$ cat config.mk
export PLATFORM = sky130hd
export DESIGN_NAME = multdiv
export DESIGN_NICKNAME = d
export VERILOG_FILES = /design/src/design/multdiv_pkg.sv /design/src/design/booth_step.sv /design/src/design/mult.sv /design/src/design/div.sv /design/src/design/multdiv.sv
export SDC_FILE = /design/constraint.sdc
export NUM_CORES = 1
export LEC_CHECK = 0
export ABC_AREA = 1
export BUFFER_PORTS_ARGS = -buffer_cell sky130_fd_sc_hd__buf_2
export CORE_ASPECT_RATIO = 0.7
export CORE_UTILIZATION = 25
export CTS_BUF_LIST = sky130_fd_sc_hd__clkbuf_8
export CTS_CLUSTER_DIAMETER = 60
export CTS_CLUSTER_SIZE = 24
export DETAILED_ROUTE_END_ITERATION = 8
export PLACE_DENSITY = 0.42
export SYNTH_ARGS = -nofsm -noshare
export SYNTH_HDL_FRONTEND = slang
export SYNTH_SLANG_ARGS = --single-unit
$ cat constraint.sdc
create_clock -name clock -period 6.7 [get_ports clock]
set_clock_uncertainty 0.2 [all_clocks]
set_input_delay 0.67 -clock clock [delete_from_list [all_inputs] [get_ports clock]]
set_output_delay 0.67 -clock clock [all_outputs]
set_load 0.05 [all_outputs]
$ cat src/design/multdiv_pkg.sv
package multdiv_pkg;

	// operand and result width
	localparam int data_width = 32;

	// radix-4 Booth retires two multiplier bits per step
	localparam int mult_steps = data_width / 2;

	// restoring division produces one quotient bit per step
	localparam int div_steps = data_width;

	// sized for the longer of the two step counts
	localparam int count_width = $clog2(div_steps);

	// upper partial product with two guard bits
	localparam int upper_width = data_width + 2;

	// guarded upper half, multiplier, extra low Booth bit
	localparam int mult_reg_width = upper_width + data_width + 1;

	// one Booth step applied to the upper half
	typedef enum logic [2:0] {
		pass   = 3'd0,
		add_m  = 3'd1,
		add_2m = 3'd2,
		sub_m  = 3'd3,
		sub_2m = 3'd4
	} booth_op_t;

	// multiply: a is the multiplicand, b the multiplier
	// divide: a is the dividend, b the divisor
	typedef struct packed {
		logic signed [data_width-1:0] a;
		logic signed [data_width-1:0] b;
	} md_operands_t;

	// result is only meaningful while ready is high
	typedef struct packed {
		logic [data_width-1:0] result;
		logic                  exception;
		logic                  ready;
	} md_result_t;

endpackage

$ cat src/design/booth_step.sv
`timescale 1ns/1ns

module booth_step (
	input  logic [2:0]                                 bits,
	input  logic signed [multdiv_pkg::upper_width-1:0] upper,
	input  logic signed [multdiv_pkg::data_width-1:0]  multiplicand,
	output logic [multdiv_pkg::upper_width-1:0]        next_upper,
	output multdiv_pkg::booth_op_t                     op
);
	import multdiv_pkg::*;

	logic signed [upper_width-1:0] m_single;
	logic signed [upper_width-1:0] m_double;

	// multiplicand sign extended into the guarded width
	assign m_single = {{(upper_width - data_width){multiplicand[data_width-1]}}, multiplicand};

	// double of the multiplicand by a one bit left shift
	assign m_double = m_single <<< 1;

	// triplet is {b[i+1], b[i], b[i-1]}
	always_comb begin
		case (bits)
			3'b000: op = pass;
			3'b001: op = add_m;
			3'b010: op = add_m;
			3'b011: op = add_2m;
			3'b100: op = sub_2m;
			3'b101: op = sub_m;
			3'b110: op = sub_m;
			3'b111: op = pass;
			default: op = pass;
		endcase
	end

	// two guard bits keep every sum in range
	always_comb begin
		case (op)
			add_m: begin
				next_upper = upper + m_single;
			end
			add_2m: begin
				next_upper = upper + m_double;
			end
			sub_m: begin
				next_upper = upper - m_single;
			end
			sub_2m: begin
				next_upper = upper - m_double;
			end
			default: begin
				next_upper = upper;
			end
		endcase
	end

endmodule

$ cat src/design/mult.sv
`timescale 1ns/1ns

module mult (
	input  logic                      clock,
	input  logic                      rst,
	input  logic                      start,
	input  multdiv_pkg::md_operands_t operands,
	output multdiv_pkg::md_result_t   res
);
	import multdiv_pkg::*;

	// {upper half, multiplier, extra low bit}
	logic signed [mult_reg_width-1:0] work;
	logic signed [mult_reg_width-1:0] work_next;
	logic signed [data_width-1:0]     multiplicand;
	logic [upper_width-1:0]           upper_cur;
	logic [upper_width-1:0]           upper_sum;
	logic [count_width-1:0]           count;
	logic                             busy;
	logic                             last_step;
	logic [data_width:0]              high_bits;
	logic                             overflow;
	md_result_t                       res_q;

	assign upper_cur = work[mult_reg_width-1 -: upper_width];

	booth_step booth_unit (
		.bits        (work[2:0]),
		.upper       (upper_cur),
		.multiplicand(multiplicand),
		.next_upper  (upper_sum),
		.op          ()
	);

	always_comb begin
		// arithmetic shift by two retires one Booth digit
		work_next = $signed({upper_sum, work[data_width:0]}) >>> 2;

		// product bits 63 down to 31
		high_bits = work_next[2*data_width:data_width];

		// product fits in 32 bits only if these all agree with the sign
		overflow = !((&high_bits) || !(|high_bits));

		last_step = (count == count_width'(mult_steps - 1));
	end

	// operand capture and the shifting product register
	always_ff @(posedge clock) begin
		if (start) begin
			multiplicand <= operands.a;
			work <= {{upper_width{1'b0}}, operands.b, 1'b0};
		end else if (busy) begin
			work <= work_next;
		end
	end

	// step counter and completion
	always_ff @(posedge clock) begin
		if (rst) begin
			busy <= 1'b0;
			count <= '0;
			res_q <= '0;
		end else if (start) begin
			// a strobe while busy simply restarts the count
			busy <= 1'b1;
			count <= '0;
			res_q.ready <= 1'b0;
		end else if (busy) begin
			count <= count + 1'b1;
			if (last_step) begin
				busy <= 1'b0;
				res_q.result <= work_next[data_width:1];
				res_q.exception <= overflow;
				res_q.ready <= 1'b1;
			end
		end
	end

	assign res = res_q;

endmodule

$ cat src/design/div.sv
`timescale 1ns/1ns

module div (
	input  logic                      clock,
	input  logic                      rst,
	input  logic                      start,
	input  multdiv_pkg::md_operands_t operands,
	output multdiv_pkg::md_result_t   res
);
	import multdiv_pkg::*;

	// partial remainder and quotient shift left together
	logic [data_width-1:0]  rem;
	logic [data_width-1:0]  quo;
	logic [data_width-1:0]  divisor_mag;
	logic                   quo_neg;
	logic                   div_zero;
	logic [count_width-1:0] count;
	logic                   busy;
	logic                   last_step;
	logic [data_width:0]    rem_shift;
	logic [data_width+1:0]  trial;
	logic [data_width-1:0]  rem_next;
	logic [data_width-1:0]  quo_next;
	logic [data_width-1:0]  quo_final;
	md_result_t             res_q;

	// the most negative input maps to 2^31, which still fits unsigned
	function automatic logic [data_width-1:0] magnitude(
		input logic signed [data_width-1:0] value
	);
		if (value[data_width-1]) begin
			magnitude = -value;
		end else begin
			magnitude = value;
		end
	endfunction

	always_comb begin
		// bring down the next dividend bit
		rem_shift = {rem, quo[data_width-1]};
		trial = {1'b0, rem_shift} - {2'b00, divisor_mag};

		// restore when the trial went negative
		if (trial[data_width+1]) begin
			rem_next = rem_shift[data_width-1:0];
			quo_next = {quo[data_width-2:0], 1'b0};
		end else begin
			rem_next = trial[data_width-1:0];
			quo_next = {quo[data_width-2:0], 1'b1};
		end

		// truncation toward zero, modulo 2^32
		if (quo_neg) begin
			quo_final = -quo_next;
		end else begin
			quo_final = quo_next;
		end

		last_step = (count == count_width'(div_steps - 1));
	end

	// operand capture and the working pair
	always_ff @(posedge clock) begin
		if (start) begin
			rem <= '0;
			quo <= magnitude(operands.a);
			divisor_mag <= magnitude(operands.b);
			quo_neg <= operands.a[data_width-1] ^ operands.b[data_width-1];
			div_zero <= (operands.b == '0);
		end else if (busy) begin
			rem <= rem_next;
			quo <= quo_next;
		end
	end

	// step counter and completion
	always_ff @(posedge clock) begin
		if (rst) begin
			busy <= 1'b0;
			count <= '0;
			res_q <= '0;
		end else if (start) begin
			busy <= 1'b1;
			count <= '0;
			res_q.ready <= 1'b0;
		end else if (busy) begin
			count <= count + 1'b1;
			if (last_step) begin
				busy <= 1'b0;
				// zero divisor returns zero and flags it
				if (div_zero) begin
					res_q.result <= '0;
				end else begin
					res_q.result <= quo_final;
				end
				res_q.exception <= div_zero;
				res_q.ready <= 1'b1;
			end
		end
	end

	assign res = res_q;

endmodule

$ cat src/design/multdiv.sv
`timescale 1ns/1ns

module multdiv (
	input  logic                      clock,
	input  logic                      rst,
	input  logic                      ctrl_mult,
	input  logic                      ctrl_div,
	input  multdiv_pkg::md_operands_t operands,
	output multdiv_pkg::md_result_t   res
);
	import multdiv_pkg::*;

	md_result_t mult_res;
	md_result_t div_res;

	// which unit owns the output
	logic div_active;

	mult mult_unit (
		.clock   (clock),
		.rst     (rst),
		.start   (ctrl_mult),
		.operands(operands),
		.res     (mult_res)
	);

	div div_unit (
		.clock   (clock),
		.rst     (rst),
		.start   (ctrl_div),
		.operands(operands),
		.res     (div_res)
	);

	// last strobe wins, so the idle unit's stale ready stays hidden
	always_ff @(posedge clock) begin
		if (rst) begin
			div_active <= 1'b0;
		end else if (ctrl_div) begin
			div_active <= 1'b1;
		end else if (ctrl_mult) begin
			div_active <= 1'b0;
		end
	end

	// no added latency, just the select
	always_comb begin
		if (div_active) begin
			res = div_res;
		end else begin
			res = mult_res;
		end
	end

endmodule

# --- Yosys cells after proc, flatten, opt, wreduce, memory -nomap -nowiden ---
# Memories as Yosys holds them, arrays and structs flattened.
# Index checks and enable logic that the tools add are counted.
totals:
  ff_bits: 276
  rom_bits: 24
  out_inout_bits: 34
  word_cells: 75
  memories: 1
op_classes:
  n_addsub: 10
  n_eq_ne: 6
  muxes: 20
  bitwise: 3
  n_reduce_logical: 15
memory_table:
  columns: ["memory", "words", "word_bits", "rd", "rd_clocked_by_memory_dff", "wr", "line_no", "source"]
  rows:
  - ["(name not given)", 8, 3, 1, 0, 0, "booth_step.sv:23", "case (bits)"]
op_table:
  columns: ["op", "count"]
  rows:
  - ["32-bit 2-to-1 mux", 6]
  - ["34-bit case mux with 4 select lines", 1]
  - ["32-bit negation", 3]
  - ["33-bit 2-to-1 mux", 2]
  - ["32-bit by 33-bit adder with 34-bit output", 1]
  - ["34-bit 2-to-1 mux", 1]
  - ["32-bit by 33-bit subtractor with 34-bit output", 1]
  - ["33-bit by 32-bit subtractor with 34-bit output", 1]
  - ["32-bit by 32-bit adder with 33-bit output", 1]
  - ["33-bit AND reduction", 1]
  - ["33-bit OR reduction", 1]
  - ["32-bit by 32-bit subtractor with 33-bit output", 1]
  - ["32-bit zero test", 1]
  - ["31-bit 2-to-1 mux", 1]
  - ["5-bit by 1-bit adder with 5-bit output (second input constant)", 2]
  - ["1-bit 2-to-1 mux", 9]
  - ["3-bit by 2-bit equality test with 1-bit output (second input constant)", 2]
  - ["3-bit AND reduction", 2]
  - ["2-bit nonzero test", 3]
  - ["5-bit by 4-bit equality test with 1-bit output (second input constant)", 1]
  - ["5-bit equality test (second input constant)", 1]
  - ["2-bit AND reduction", 2]
  - ["2-bit OR reduction", 2]
  - ["3-bit by 1-bit equality test with 1-bit output (second input constant)", 1]
  - ["5 further kinds", 7]

# --- Longest topological paths before layout ---
# Gate-level depths: netlist (run 1).
# An unclocked memory read counts as a cell.
depth:
  ltp_word: 7
  depth_mapped: 37

# --- Cells and area by module ---
# From an unflattened synthesis (run 1), not the netlist that was laid out.
hier_totals:
  hier_cells: 3167
  hier_area_um2: 21317.9
modules_own_cells:
  columns: ["module", "n_inst", "cells_each", "area_per_inst_um2", "seq_area_each_um2"]
  rows:
  - ["div", 1, 1299, 9460.3, 3423.3]
  - ["booth_step", 1, 1236, 6266.0, 0.0]
  - ["mult", 1, 518, 5089.9, 3383.2]
  - ["multdiv", 1, 114, 501.7, 20.0]

# --- Worst setup path after synthesis (run 1) ---
# No wires, ideal clock.
synth_path:
  path_kind: "reg2reg"
  start: "register mult_unit.multiplicand[1]"
  end: "register mult_unit.res_q, in the netlist mult_unit.res[1]"
  arrival_ns: 3.833
  required_time_ns: 6.391
  slack_ns: 2.558
  path_stages_with_launch: 35
  path_buffers: 0
  period_less_slack_ns: 4.142
  cell_sequence: "edfxtp_1 inv_1 ha_1 nand3_1 nor2_1 nand2_1 nor2_1 nand2_1 nor3_1 inv_1 nor2_1 inv_1 nor2_1 inv_1 o21ai_1 xor2_1 ha_1 nand2_1 nor2_1 inv_1 nor3_1 nand3_1 nand3_1 nand2_1 nand3_1 nand2_1 nor2_1 and2_1 nand2_1 nor2_1 nand3_1 nand2_1 nand3_1 nand2_1 inv_1"
synth_via:
  elab_chain_len: 6
  elab_cells_between_ends: 10
synth_rtl:
  columns: ["item", "line_no", "source"]
  rows:
  - ["from (decl)", "mult.sv:15", "logic signed [data_width-1:0] multiplicand;"]
  - ["from (signal assigned)", "mult.sv:51", "multiplicand <= operands.a;"]
  - ["32-bit by 33-bit subtractor with 34-bit output (tied with other cells)", "booth_step.sv:49", "next_upper = upper - m_double;"]
  - ["34-bit case mux with 4 select lines *", "booth_step.sv:38", "case (op)"]
  - ["33-bit OR reduction", "mult.sv:43", "overflow = !((&high_bits) || !(|high_bits));"]
  - ["1-bit zero test", "mult.sv:43", null]
  - ["1-bit logical OR *", "mult.sv:43", null]
  - ["1-bit zero test *", "mult.sv:43", null]
  - ["to (decl)", "mult.sv:23", "md_result_t res_q;"]
# Every way passes the cells marked *; elsewhere a longest branch is shown, timed or not.
# A chain may end at the register's enable or synchronous reset.

# --- Final worst setup path (run 1) ---
# Same ends and word-level chain as after synthesis.

==> impl_metrics.env, run 1 <==
export IMPL_grt_pass1_vias=22000
export IMPL_synth_area_um2=24000
export IMPL_reg2reg_depth=34
export IMPL_start_util=0.254
export IMPL_cpMostUsedCell="nand2_1"
export IMPL_synthCells=3841
export IMPL_synth_seq_area_share=0.284
export IMPL_layout_common_cells="nand2_1, inv_1, nor2_1"
export IMPL_max_vdd_ir_drop_mv=0.118
export IMPL_power_density_nw_per_um2=194
export IMPL_cp_endpoint="mult_unit.res[1]"
export IMPL_min_path_cells=1
export IMPL_dieHeight_um=261
export IMPL_vias=24600
export IMPL_ys_async_sr_fraction=0
export IMPL_wl_per_cell_um=19.6
export IMPL_final_instance_count_excl_fill=5157
export IMPL_die_width_um=372
export IMPL_track_usage=0.203
export IMPL_ys_flop_type="dfxtp_1"
export IMPL_ys_types=59
export IMPL_via_per_inst=4.76
export IMPL_crit_arrival_ps=6050
export IMPL_setup_worst_path_start_class="register"
export IMPL_layout_setup_ws_ps=1020
export IMPL_cp_max_fo=5
export IMPL_die_area_um2=97300
export IMPL_synth_warnings=0
export IMPL_syn_to_final_growth_pct=10.5
export IMPL_reg2reg_slack_ps=1020
export IMPL_dpl_cell_area_um2=25800
export IMPL_critical_path_max_stage_delay_ps=470
export IMPL_status="completed"
export IMPL_grt_max_degree=67
export IMPL_synth_top_area_frac=0.177
export IMPL_cts_root_buffer="clkbuf_8"
export IMPL_syn_nets=4051
export IMPL_yosysTopAreaCell="nand2_1"
export IMPL_drtPass1Iterations=5
export IMPL_tightest_slew_ps=1070
export IMPL_crit_slowest_cell="edfxtp_1"
export IMPL_rr_startpoint="mult_unit.multiplicand[1]"
export IMPL_cts_sinks=276
export IMPL_clockBufferDepth=3
export IMPL_grt_pass1_wl_mm=148
export IMPL_grt_overflow_total=0
export IMPL_p_total_mw=5.15
export IMPL_drive_gt1_frac=0.0576
export IMPL_min_path_type="input pin to register"
export IMPL_io_buffers=101
export IMPL_layout_commonest_cell="nand2_1"
export IMPL_max_freq_mhz=176
export IMPL_avgSynthCellArea_um2=6.25
export IMPL_cts_tree="done"
export IMPL_path_clk_slew_ps=140
export IMPL_drv_cap=0
export IMPL_setup_viol_count_final=0
export IMPL_dp_worst_setup_slack_ps=1210
export IMPL_synth_area_top_cells="nand2_1, edfxtp_1, dfxtp_1"
export IMPL_place_congestion=0.938
export IMPL_timing_setup_tns_ps=0
export IMPL_worstSetupStartpoint="mult_unit.multiplicand[1]"
export IMPL_fin_crit_ps=5680
export IMPL_r2r_end="mult_unit.res[1]"
export IMPL_design_area_um2=26500
export IMPL_antenna_left=0
export IMPL_cp_top_family="simple AND/OR/NAND/NOR gates"
export IMPL_synth_edf_count=130
export IMPL_p_leak_nw=13.0
export IMPL_antenna_found_initial=8
export IMPL_timing_final_crit_share=0.848
export IMPL_crit_buf_inv=6
export IMPL_final_hold_viol_count=0
export IMPL_num_rows=94
export IMPL_drt_total_wl_mm=101
export IMPL_drt_first_iter_violations=2635
export IMPL_drc=0
export IMPL_h_tree_depth=1
export IMPL_cp_data_required_time_ps=7070
export IMPL_rsz0062_at_grt="false"
export IMPL_clock_latency_ps=680
export IMPL_path_depth=34
export IMPL_cts_resized_gates=0
export IMPL_final_nets=4099
export IMPL_crit_path_end_kind="register"
export IMPL_hpwl_mm=82.7
export IMPL_core_area_um2=94600
export IMPL_relSlewSlack=0.277
export IMPL_top_level_ports=102
export IMPL_cts_buffers=25
export IMPL_critical_path_class="register to register"
export IMPL_slew_violations=0
export IMPL_placed_cells=5104
export IMPL_ys_ff_latch=276
[state kept, by name (all words and copies together) (netlist names)]
signal	flops
div_unit.res	34
div_unit.divisor_mag	32
div_unit.busy	1
mult_unit.multiplicand	32
mult_unit.count	5
mult_unit.busy	1
div_unit.rem	32
div_unit.quo	32
div_unit.div_zero	1
mult_unit.res	34
div_active	1
div_unit.count	5
mult_unit.work	65
div_unit.quo_neg	1
[kinds of logic (layout without fill, tap and decap cells)]
family / after synthesis / after routing / synth area share
AO/OA/AOI/OAI: 559 / 559 / 0.131
other: 0 / 2 / 0
adder cells (fa/ha/maj): 142 / 142 / 0.0752
XOR/XNOR: 115 / 115 / 0.0419
flip-flops: 276 / 276 / 0.284
buffers and inverters: 850 / 916 / 0.135
AND/OR/NAND/NOR: 1899 / 1899 / 0.332
[worst min-delay path by stage]
stage | from | end | slack, ps
2_1_floorplan | mult_unit.res[15] | mult_unit.res[15] | 220
3_3_place_gp | mult_unit.res[20] | mult_unit.res[20] | 230
3_5_place_dp | mult_unit.res[30] | mult_unit.res[30] | 240
4_1_cts | operands[47] | mult_unit.multiplicand[15] | 0.2
5_1_grt | operands[47] | mult_unit.multiplicand[15] | 10
6_report | operands[37] | mult_unit.multiplicand[5] | 60
[power by group]
part           switching (mW)  internal, mW  leakage (nW)
Combinational            1.29         0.509          10.2
Clock                   0.848         0.486         0.330
Sequential              0.130          1.89          2.49
[cell type report]
cell class	count	area [um^2]
Clock inverter	20	319
Multi-Input combinational cell	2715	14000
Antenna cell	2	5.00
Sequential cell	276	6830
Clock buffer	25	344
Fill cell	10800	68000
Inverter	740	2780
Tap cell	1248	1560
Timing Repair Buffer	131	746
[cell usage after synthesis, types with 4 or more instances]
cell type and instances:
and2_1 10, clkinv_1 4, a21boi_1 4, nor3_1 48, nand2_1 1132, nor4_1 16, a21o_1 11, xor2_1 100
or2_0 4, nor3_2 7, or2_2 19, a31oi_1 16, fa_1 4, dfxtp_1 146, inv_1 732, xnor2_1 15
edfxtp_1 130, nor2_1 317, o22ai_1 20, nand4_1 60, clkbuf_1 70, ha_1 138, o21ai_1 11, o211ai_1 10
nand3b_1 16, a32o_1 12, a22o_1 8, o21bai_1 13, a21oi_1 189, o21ai_0 229, o31ai_1 8, o21ai_2 4
buf_2 29, a21boi_0 6, buf_1 5, inv_2 4, nand3_1 250, and3_1 6
[per-stage QoR]
| stage | hold WS [ps] | util |
|---|---|---|
| floorplan | 224 | - |
| global placement | 233 | 0.273 |
| detailed placement | 236 | 0.273 |
| CTS | 0.232 | 0.281 |
| global route | 10.4 | 0.281 |
| finish | 60.2 | 0.281 |
[metal layers]
layer / routed length, um / GRT usage / vias up
li1: - / - / 12300
met2: 34400 / 0.246 / 796
met1: 58000 / 0.360 / 11400
met4: 840 / 0.0187 / 0
met5: 0 / 0 / -
met3: 7590 / 0.0297 / 45
[repair_timing]
item	4_1_cts	5_1_grt
buffers inserted	0	0
hold buffers	6	0
endpoints found under the hold margin	6	0
No activity file was read; power rests on OpenSTA's default activity.
==> run 2: changes to the inputs <==
--- a/config.mk
+++ b/config.mk
@@ -5,7 +5,7 @@
 export SDC_FILE = /design/constraint.sdc
 export NUM_CORES = 1
 export LEC_CHECK = 0
-export ABC_AREA = 1
+export ABC_AREA = 0
 export BUFFER_PORTS_ARGS = -buffer_cell sky130_fd_sc_hd__buf_2
 export CORE_ASPECT_RATIO = 0.7
 export CORE_UTILIZATION = 25
@@ -13,7 +13,7 @@
 export CTS_CLUSTER_DIAMETER = 60
 export CTS_CLUSTER_SIZE = 24
 export DETAILED_ROUTE_END_ITERATION = 8
-export PLACE_DENSITY = 0.42
+export PLACE_DENSITY = 0.44
 export SYNTH_ARGS = -nofsm -noshare
 export SYNTH_HDL_FRONTEND = slang
 export SYNTH_SLANG_ARGS = --single-unit
==> constraint.sdc (replaced) <==
create_clock -name clock -period 5 [get_ports clock]
set_clock_uncertainty 0.2 [all_clocks]
set_input_delay 0.5 -clock clock [delete_from_list [all_inputs] [get_ports clock]]
set_output_delay 0.5 -clock clock [all_outputs]
set_load 0.05 [all_outputs]
==> run 2 against run 1 <==
Net effect: critical path type unchanged; die area decreased by 11%; maximum frequency rose by 8.1%; the flow now finishes with violations (negative setup slack); area after synthesis fell by 11%; synthesized cell count down 31%; via count decreased by 12%; global-route usage decreased by 0.63 points.
==> impl_metrics.env, run 2 <==
export IMPL_path_cells="or4_4 > buf_4 > nor3_2 > a21oi_1 > xnor2_1 > ha_1 > a21oi_1 > o21ai_0 > buf_4 > o311ai_1 > and4_1 > o21ai_0 > nand4_2 > o31ai_2 > or4_1 > or4_4 > nor4_2 > and4_1 > o41ai_2"
export IMPL_drv_cap=0
export IMPL_vias=21600
export IMPL_cts_buffers=36
export IMPL_ys_flop_type="dfxtp_1"
export IMPL_clock_latency_ps=650
export IMPL_rsz0062_at_grt="true"
export IMPL_track_usage=0.197
export IMPL_drt_first_iter_violations=2271
export IMPL_r2r_end="mult_unit.res[1]"
export IMPL_dp_worst_setup_slack_ps=-636
export IMPL_reg2reg_depth=19
export IMPL_pwr_share_seq=0.327
export IMPL_synth_area_um2=21400
export IMPL_layout_common_cells="buf_4, nand2_1, nor2_1"
export IMPL_synth_area_top_cells="edfxtp_1, dfxtp_1, ha_1"
export IMPL_drt_total_wl_mm=87.7
export IMPL_antenna_left=0
export IMPL_synth_warnings=0
export IMPL_yosysTopAreaCell="edfxtp_1"
export IMPL_p_leak_nw=10.7
export IMPL_drc=0
export IMPL_grt_pass1_wl_mm=130
export IMPL_cts_tree="done"
export IMPL_final_instance_count_excl_fill=4133
export IMPL_largest_reg_flops=65
export IMPL_crit_buf_inv=2
export IMPL_slew_violations=0
export IMPL_fin_crit_ps=5250
export IMPL_setup_viol_count_final=2
export IMPL_avgSynthCellArea_um2=8.13
export IMPL_cts_root_buffer="clkbuf_8"
export IMPL_min_path_type="input pin to register"
export IMPL_violations="negative setup slack"
export IMPL_final_nets=3174
export IMPL_ys_async_sr_fraction=0
export IMPL_final_util=0.318
export IMPL_cp_endpoint="mult_unit.res[1]"
export IMPL_h_tree_depth=2
export IMPL_core_area_um2=84500
export IMPL_grt_overflow_total=0
export IMPL_cp_top_family="simple AND/OR/NAND/NOR gates"
export IMPL_wl_met3_mm=6.35
export IMPL_drtPass1Iterations=6
export IMPL_hpwl_mm=68.2
export IMPL_final_hold_viol_count=0
export IMPL_synth_most_common_cell="nand2_1"
export IMPL_ys_ff_latch=276
export IMPL_pwr_share_clk=0.239
export IMPL_top_level_ports=102
export IMPL_path_clk_slew_ps=70
export IMPL_grt_max_degree=90
export IMPL_critical_path_max_stage_delay_ps=600
export IMPL_rr_startpoint="mult_unit.multiplicand[4]"
export IMPL_antenna_found_initial=4
export IMPL_wl_per_cell_um=21.2
export IMPL_clockBufferDepth=3
export IMPL_ys_types=89
export IMPL_placed_cells=3991
export IMPL_drive_gt1_frac=0.208
export IMPL_syn_to_final_growth_pct=25.8
export IMPL_critical_path_class="register to register"
export IMPL_cts_sinks=276
export IMPL_layout_setup_ws_ps=-254
export IMPL_syn_nets=2842
export IMPL_place_congestion=0.958
export IMPL_multi_input_area_um2=14100
export IMPL_power_density_nw_per_um2=310
export IMPL_synth_top_area_frac=0.183
export IMPL_design_area_um2=26900
export IMPL_worstSetupStartpoint="mult_unit.multiplicand[4]"
export IMPL_layout_commonest_cell="buf_4"
export IMPL_io_buffers=101
export IMPL_num_rows=89
export IMPL_status="complete, but fails checks"
export IMPL_p_total_mw=8.34
export IMPL_p_sw_frac=0.413
export IMPL_synth_seq_area_share=0.319
export IMPL_p_switching_mw=3.44
export IMPL_ys_top_cells_by_count="nand2_1, nor2_1, a21oi_1"
export IMPL_grt_pass1_vias=20100
export IMPL_dpl_cell_area_um2=24800
export IMPL_dieHeight_um=247
export IMPL_n_fill_cell=8977
export IMPL_max_freq_mhz=190
export IMPL_via_per_inst=5.22
export IMPL_synthCells=2632
export IMPL_timing_final_crit_share=1.05
export IMPL_max_vdd_ir_drop_mv=0.124
export IMPL_cp_data_required_time_ps=5280
export IMPL_reg2reg_slack_ps=-250
export IMPL_top_layer="met4"
export IMPL_relSlewSlack=0.166
export IMPL_tightest_slew_ps=1250
export IMPL_crit_path_end_kind="register"
export IMPL_synth_edf_count=130
export IMPL_path_depth=19
export IMPL_die_area_um2=86700
export IMPL_largest_register="mult_unit.work"
export IMPL_cp_max_fo=4
export IMPL_start_util=0.253
export IMPL_setup_worst_path_start_class="register"
export IMPL_met1Wirelength_mm=46.8
export IMPL_die_width_um=352
export IMPL_intPower_mw=4.90
export IMPL_crit_slowest_cell="or4_4"
export IMPL_crit_arrival_ps=5530
export IMPL_power_frac_comb=0.434
export IMPL_regArea_um2=6830
export IMPL_dr_wl_met2_mm=33.6
==> run 2: changes by cell type after synthesis, moves of 34 or more <==
cell / change
nor2_1: -48
xor2_1: -51
inv_1: -605
a211oi_1: +46
nand3_1: -205
xnor2_1: +119
o21ai_0: -72
o31ai_1: +41
nand4_1: -34
clkbuf_1: +46
mux2_2: +37
nand2_1: -843
==> run 2: how the worst min path moves through the flow <==
stage	cells after the start	to	slack, ps	startpoint
after floorplan	2	div_unit.res[11]	220	div_unit.res[11]
after global placement	2	mult_unit.res[17]	240	mult_unit.res[17]
after detailed placement	2	div_unit.res[33]	250	div_unit.res[33]
after CTS	1	mult_unit.multiplicand[25]	0.4	operands[57]
after global routing	1	mult_unit.multiplicand[24]	20	operands[56]
final	1	mult_unit.multiplicand[24]	60	operands[56]
==> run 2: area by class of cell <==
type,count,area share
Inverter,131,0.0183
Sequential cell,276,0.254
Antenna cell,4,0.000372
Clock buffer,36,0.0184
Timing Repair Buffer,441,0.118
Tap cell,1137,0.0529
Multi-Input combinational cell,2078,0.526
Clock inverter,30,0.0125
==> run 2: worst reg2reg max path, cell delays in order, from the launching register on <==
cell	delay [ps]
edfxtp_1	380
or4_4	600
buf_4	180
nor3_2	110
a21oi_1	110
xnor2_1	240
ha_1	330
a21oi_1	160
o21ai_0	120
buf_4	170
o311ai_1	410
and4_1	240
o21ai_0	120
nand4_2	150
o31ai_2	90
or4_1	530
or4_4	530
nor4_2	150
and4_1	240
o41ai_2	60
==> run 2: logic make-up (layout without fill, tap and decap cells) <==
group                    after synthesis  after routing  share of synthesized area
adder cells (fa/ha/maj)              142            142                     0.0845
XOR/XNOR                             183            183                     0.0749
multiplexers                          64             64                     0.0321
other                                  0              4                          0
AO/OA/AOI/OAI                        768            768                      0.236
flip-flops                           276            276                      0.319
buffers and inverters                278            638                     0.0504
AND/OR/NAND/NOR                      921            921                      0.203
==> run 2: routing by layer <==
layer  track usage  vias up
met4        0.0292        0
met2         0.261      718
met3        0.0330       64
met5             0        -
met1         0.323    10500
li1              -    10300
==> run 2: power groups by stage <==
stage                     clock network, mW  registers [mW]  logic [mW]
final                                  1.99            2.73        3.62
after global routing                   2.14            2.75        3.90
after CTS                              2.07            2.72        3.43
after detailed placement                  0            2.77        3.28
after global placement                    0            2.77        3.28
after floorplan                           0            2.71        1.96
==> run 2: timing repair <==
action	in CTS	in global routing
hold buffers	45	0
setup endpoints to repair	15	18
pin swaps	38	55
endpoints found under the hold margin	52	0
cloned	0	0
setup buffers	16	11
resized for setup	68	53
==> run 2: through the flow <==
stage                     hold slack (ps)  setup TNS [ps]
after floorplan                       220               0
after global placement                242           -1770
after detailed placement              246           -2340
after CTS                           0.383            -359
after global routing                 23.6           -1770
final                                57.7            -289
==> run 3: changes to the inputs <==
--- a/config.mk
+++ b/config.mk
@@ -13,7 +13,8 @@
 export CTS_CLUSTER_DIAMETER = 60
 export CTS_CLUSTER_SIZE = 24
 export DETAILED_ROUTE_END_ITERATION = 8
-export PLACE_DENSITY = 0.44
+export PLACE_DENSITY = 0.4
 export SYNTH_ARGS = -nofsm -noshare
 export SYNTH_HDL_FRONTEND = slang
+export SYNTH_HIERARCHICAL = 1
 export SYNTH_SLANG_ARGS = --single-unit
==> run 3 against run 2 <==
Net effect: register-to-register slack worse by 40 ps; maximum frequency down 0.83%; count of clock-buffer cells in the layout down 5; clock power down 9%; non-clock buffer count up 56; worst setup slack worse by 44 ps; first-iteration DRC count down 37%; worst hold slack better by 4.1 ps; global-route usage down 0.96 points; routed wire length down 11%; largest power group unchanged; critical endpoint is now mult_unit/res[1]; utilization up 0.62 points; highest routed layer unchanged; the run still ends with negative setup slack left; total power down 3.0%.
==> impl_metrics.env, run 3 <==
export IMPL_violations="negative setup slack"
export IMPL_fin_crit_ps=5300
export IMPL_largest_reg_flops=65
export IMPL_crit_slowest_cell="or4_4"
export IMPL_syn_nets=2563
export IMPL_crit_arrival_ps=5700
export IMPL_syn_to_final_growth_pct=27.8
export IMPL_layout_setup_ws_ps=-298
export IMPL_cp_top_family="simple AND/OR/NAND/NOR gates"
export IMPL_drtPass1Iterations=5
export IMPL_critical_path_class="register to register"
export IMPL_tightest_slew_ps=1250
export IMPL_grt_pass1_wl_mm=117
export IMPL_io_buffers=101
export IMPL_max_vdd_ir_drop_mv=0.209
export IMPL_grt_pass1_vias=18300
export IMPL_rsz0062_at_grt="true"
export IMPL_slew_violations=0
export IMPL_crit_buf_inv=5
export IMPL_drv_cap=0
export IMPL_power_density_nw_per_um2=315
export IMPL_hpwl_mm=59.4
export IMPL_max_freq_mhz=189
export IMPL_synth_area_um2=20100
export IMPL_p_leak_nw=10.7
export IMPL_drive_gt1_frac=0.227
export IMPL_synth_warnings=6
export IMPL_place_congestion=0.880
export IMPL_grt_max_degree=73
export IMPL_regArea_um2=6830
export IMPL_relSlewSlack=0.167
export IMPL_cp_max_fo=4
export IMPL_drt_first_iter_violations=1428
export IMPL_drc=0
export IMPL_avgSynthCellArea_um2=8.43
export IMPL_cts_buffers=31
export IMPL_h_tree_depth=1
export IMPL_setup_worst_path_start_class="register"
export IMPL_grt_overflow_total=0
export IMPL_final_hold_viol_count=0
export IMPL_path_clk_slew_ps=110
export IMPL_final_instance_count_excl_fill=3874
export IMPL_placed_cells=3733
export IMPL_layout_commonest_cell="buf_4"
export IMPL_top_level_ports=102
export IMPL_critical_path_max_stage_delay_ps=530
export IMPL_cts_sinks=276
export IMPL_cp_data_required_time_ps=5410
export IMPL_status="complete, but fails checks"
export IMPL_clock_latency_ps=750
export IMPL_die_area_um2=81600
export IMPL_setup_viol_count_final=1
export IMPL_synthCells=2385
export IMPL_die_width_um=341
export IMPL_min_path_type="input pin to register"
export IMPL_crit_path_end_kind="register"
export IMPL_timing_final_crit_share=1.06
export IMPL_antenna_found_initial=3
export IMPL_cpMostUsedCell="buf_4"
export IMPL_antenna_left=0
export IMPL_vias=19200
export IMPL_layout_common_cells="buf_4, nand2_1, nor2_1"
export IMPL_clockBufferDepth=3
export IMPL_cts_root_buffer="clkbuf_8"
export IMPL_n_fill_cell=8370
export IMPL_track_usage=0.187
export IMPL_cts_tree="done"
export IMPL_multi_input_area_um2=12900
export IMPL_dieHeight_um=239
export IMPL_final_nets=2970
export IMPL_largest_register="mult_unit/work"
export IMPL_num_rows=86
export IMPL_drt_total_wl_mm=77.9
export IMPL_wl_per_cell_um=20.1
export IMPL_via_per_inst=4.95
export IMPL_timing_setup_tns_ps=-298
export IMPL_core_area_um2=79200
export IMPL_start_util=0.254
[run 3: what timing repair did]
action / CTS / global route
buffers inserted: 6 / 12
hold buffers: 64 / 0
endpoints found under the hold margin: 106 / 0
endpoints found under the setup margin: 6 / 10
gates resized for setup: 41 / 52
pin swaps: 19 / 45
[run 3: worst paths after layout]
path | startpoint | to | cells past startpoint | slack (ps)
min reg2reg | div_unit/res[28] | div_unit/res[28] | 2 | 260
min | ctrl_div | div_unit/busy | 3 | 60
max reg2reg | mult_unit/multiplicand[3] | mult_unit/res[1] | 26 | -300
max | mult_unit/multiplicand[3] | mult_unit/res[1] | 26 | -300
[run 3: metal layers]
| layer | global-route usage | up-vias | wire length, um |
|---|---|---|---|
| met1 | 0.296 | 9278 | 41900 |
| met5 | 0 | - | 0 |
| met4 | 0.0361 | 0 | 1450 |
| met2 | 0.258 | 422 | 30300 |
| met3 | 0.0326 | 71 | 4240 |
| li1 | - | 9414 | - |
[run 3: worst min-delay path, delay by kind of cell]
kind	cells	cell delay (ps)
buffers and inverters	2	290
AOI/OAI and AO/OA	1	180
[run 3: power breakdown]
group          internal (mW)  switching (mW)  total (mW)
Clock                  0.706            1.11        1.82
Sequential              2.56           0.195        2.75
Combinational           1.59            1.94        3.53
Total                   4.86            3.24        8.10
[run 3: final cells by class]
class | instances | area share
Antenna cell | 2 | 0.000195
Multi-Input combinational cell | 1905 | 0.502
Clock buffer | 31 | 0.0166
Sequential cell | 276 | 0.266
Clock inverter | 26 | 0.0102
Timing Repair Buffer | 497 | 0.142
Inverter | 81 | 0.0118
Tap cell | 1056 | 0.0514
[run 3: metrics by stage]
stage / power [mW] / instance area (um^2) / util / setup slack (ps) / hold slack (ps)
after global placement: 6.10 / 23800 / 0.301 / -942 / 240
after global routing: 8.60 / 25700 / 0.325 / -632 / 25.8
after floorplan: 4.62 / 20100 / - / 3.19 / 225
after CTS: 8.04 / 25400 / 0.321 / -361 / 8.06
after detailed placement: 6.10 / 23800 / 0.301 / -871 / 248
final: 8.10 / 25700 / 0.325 / -298 / 61.9
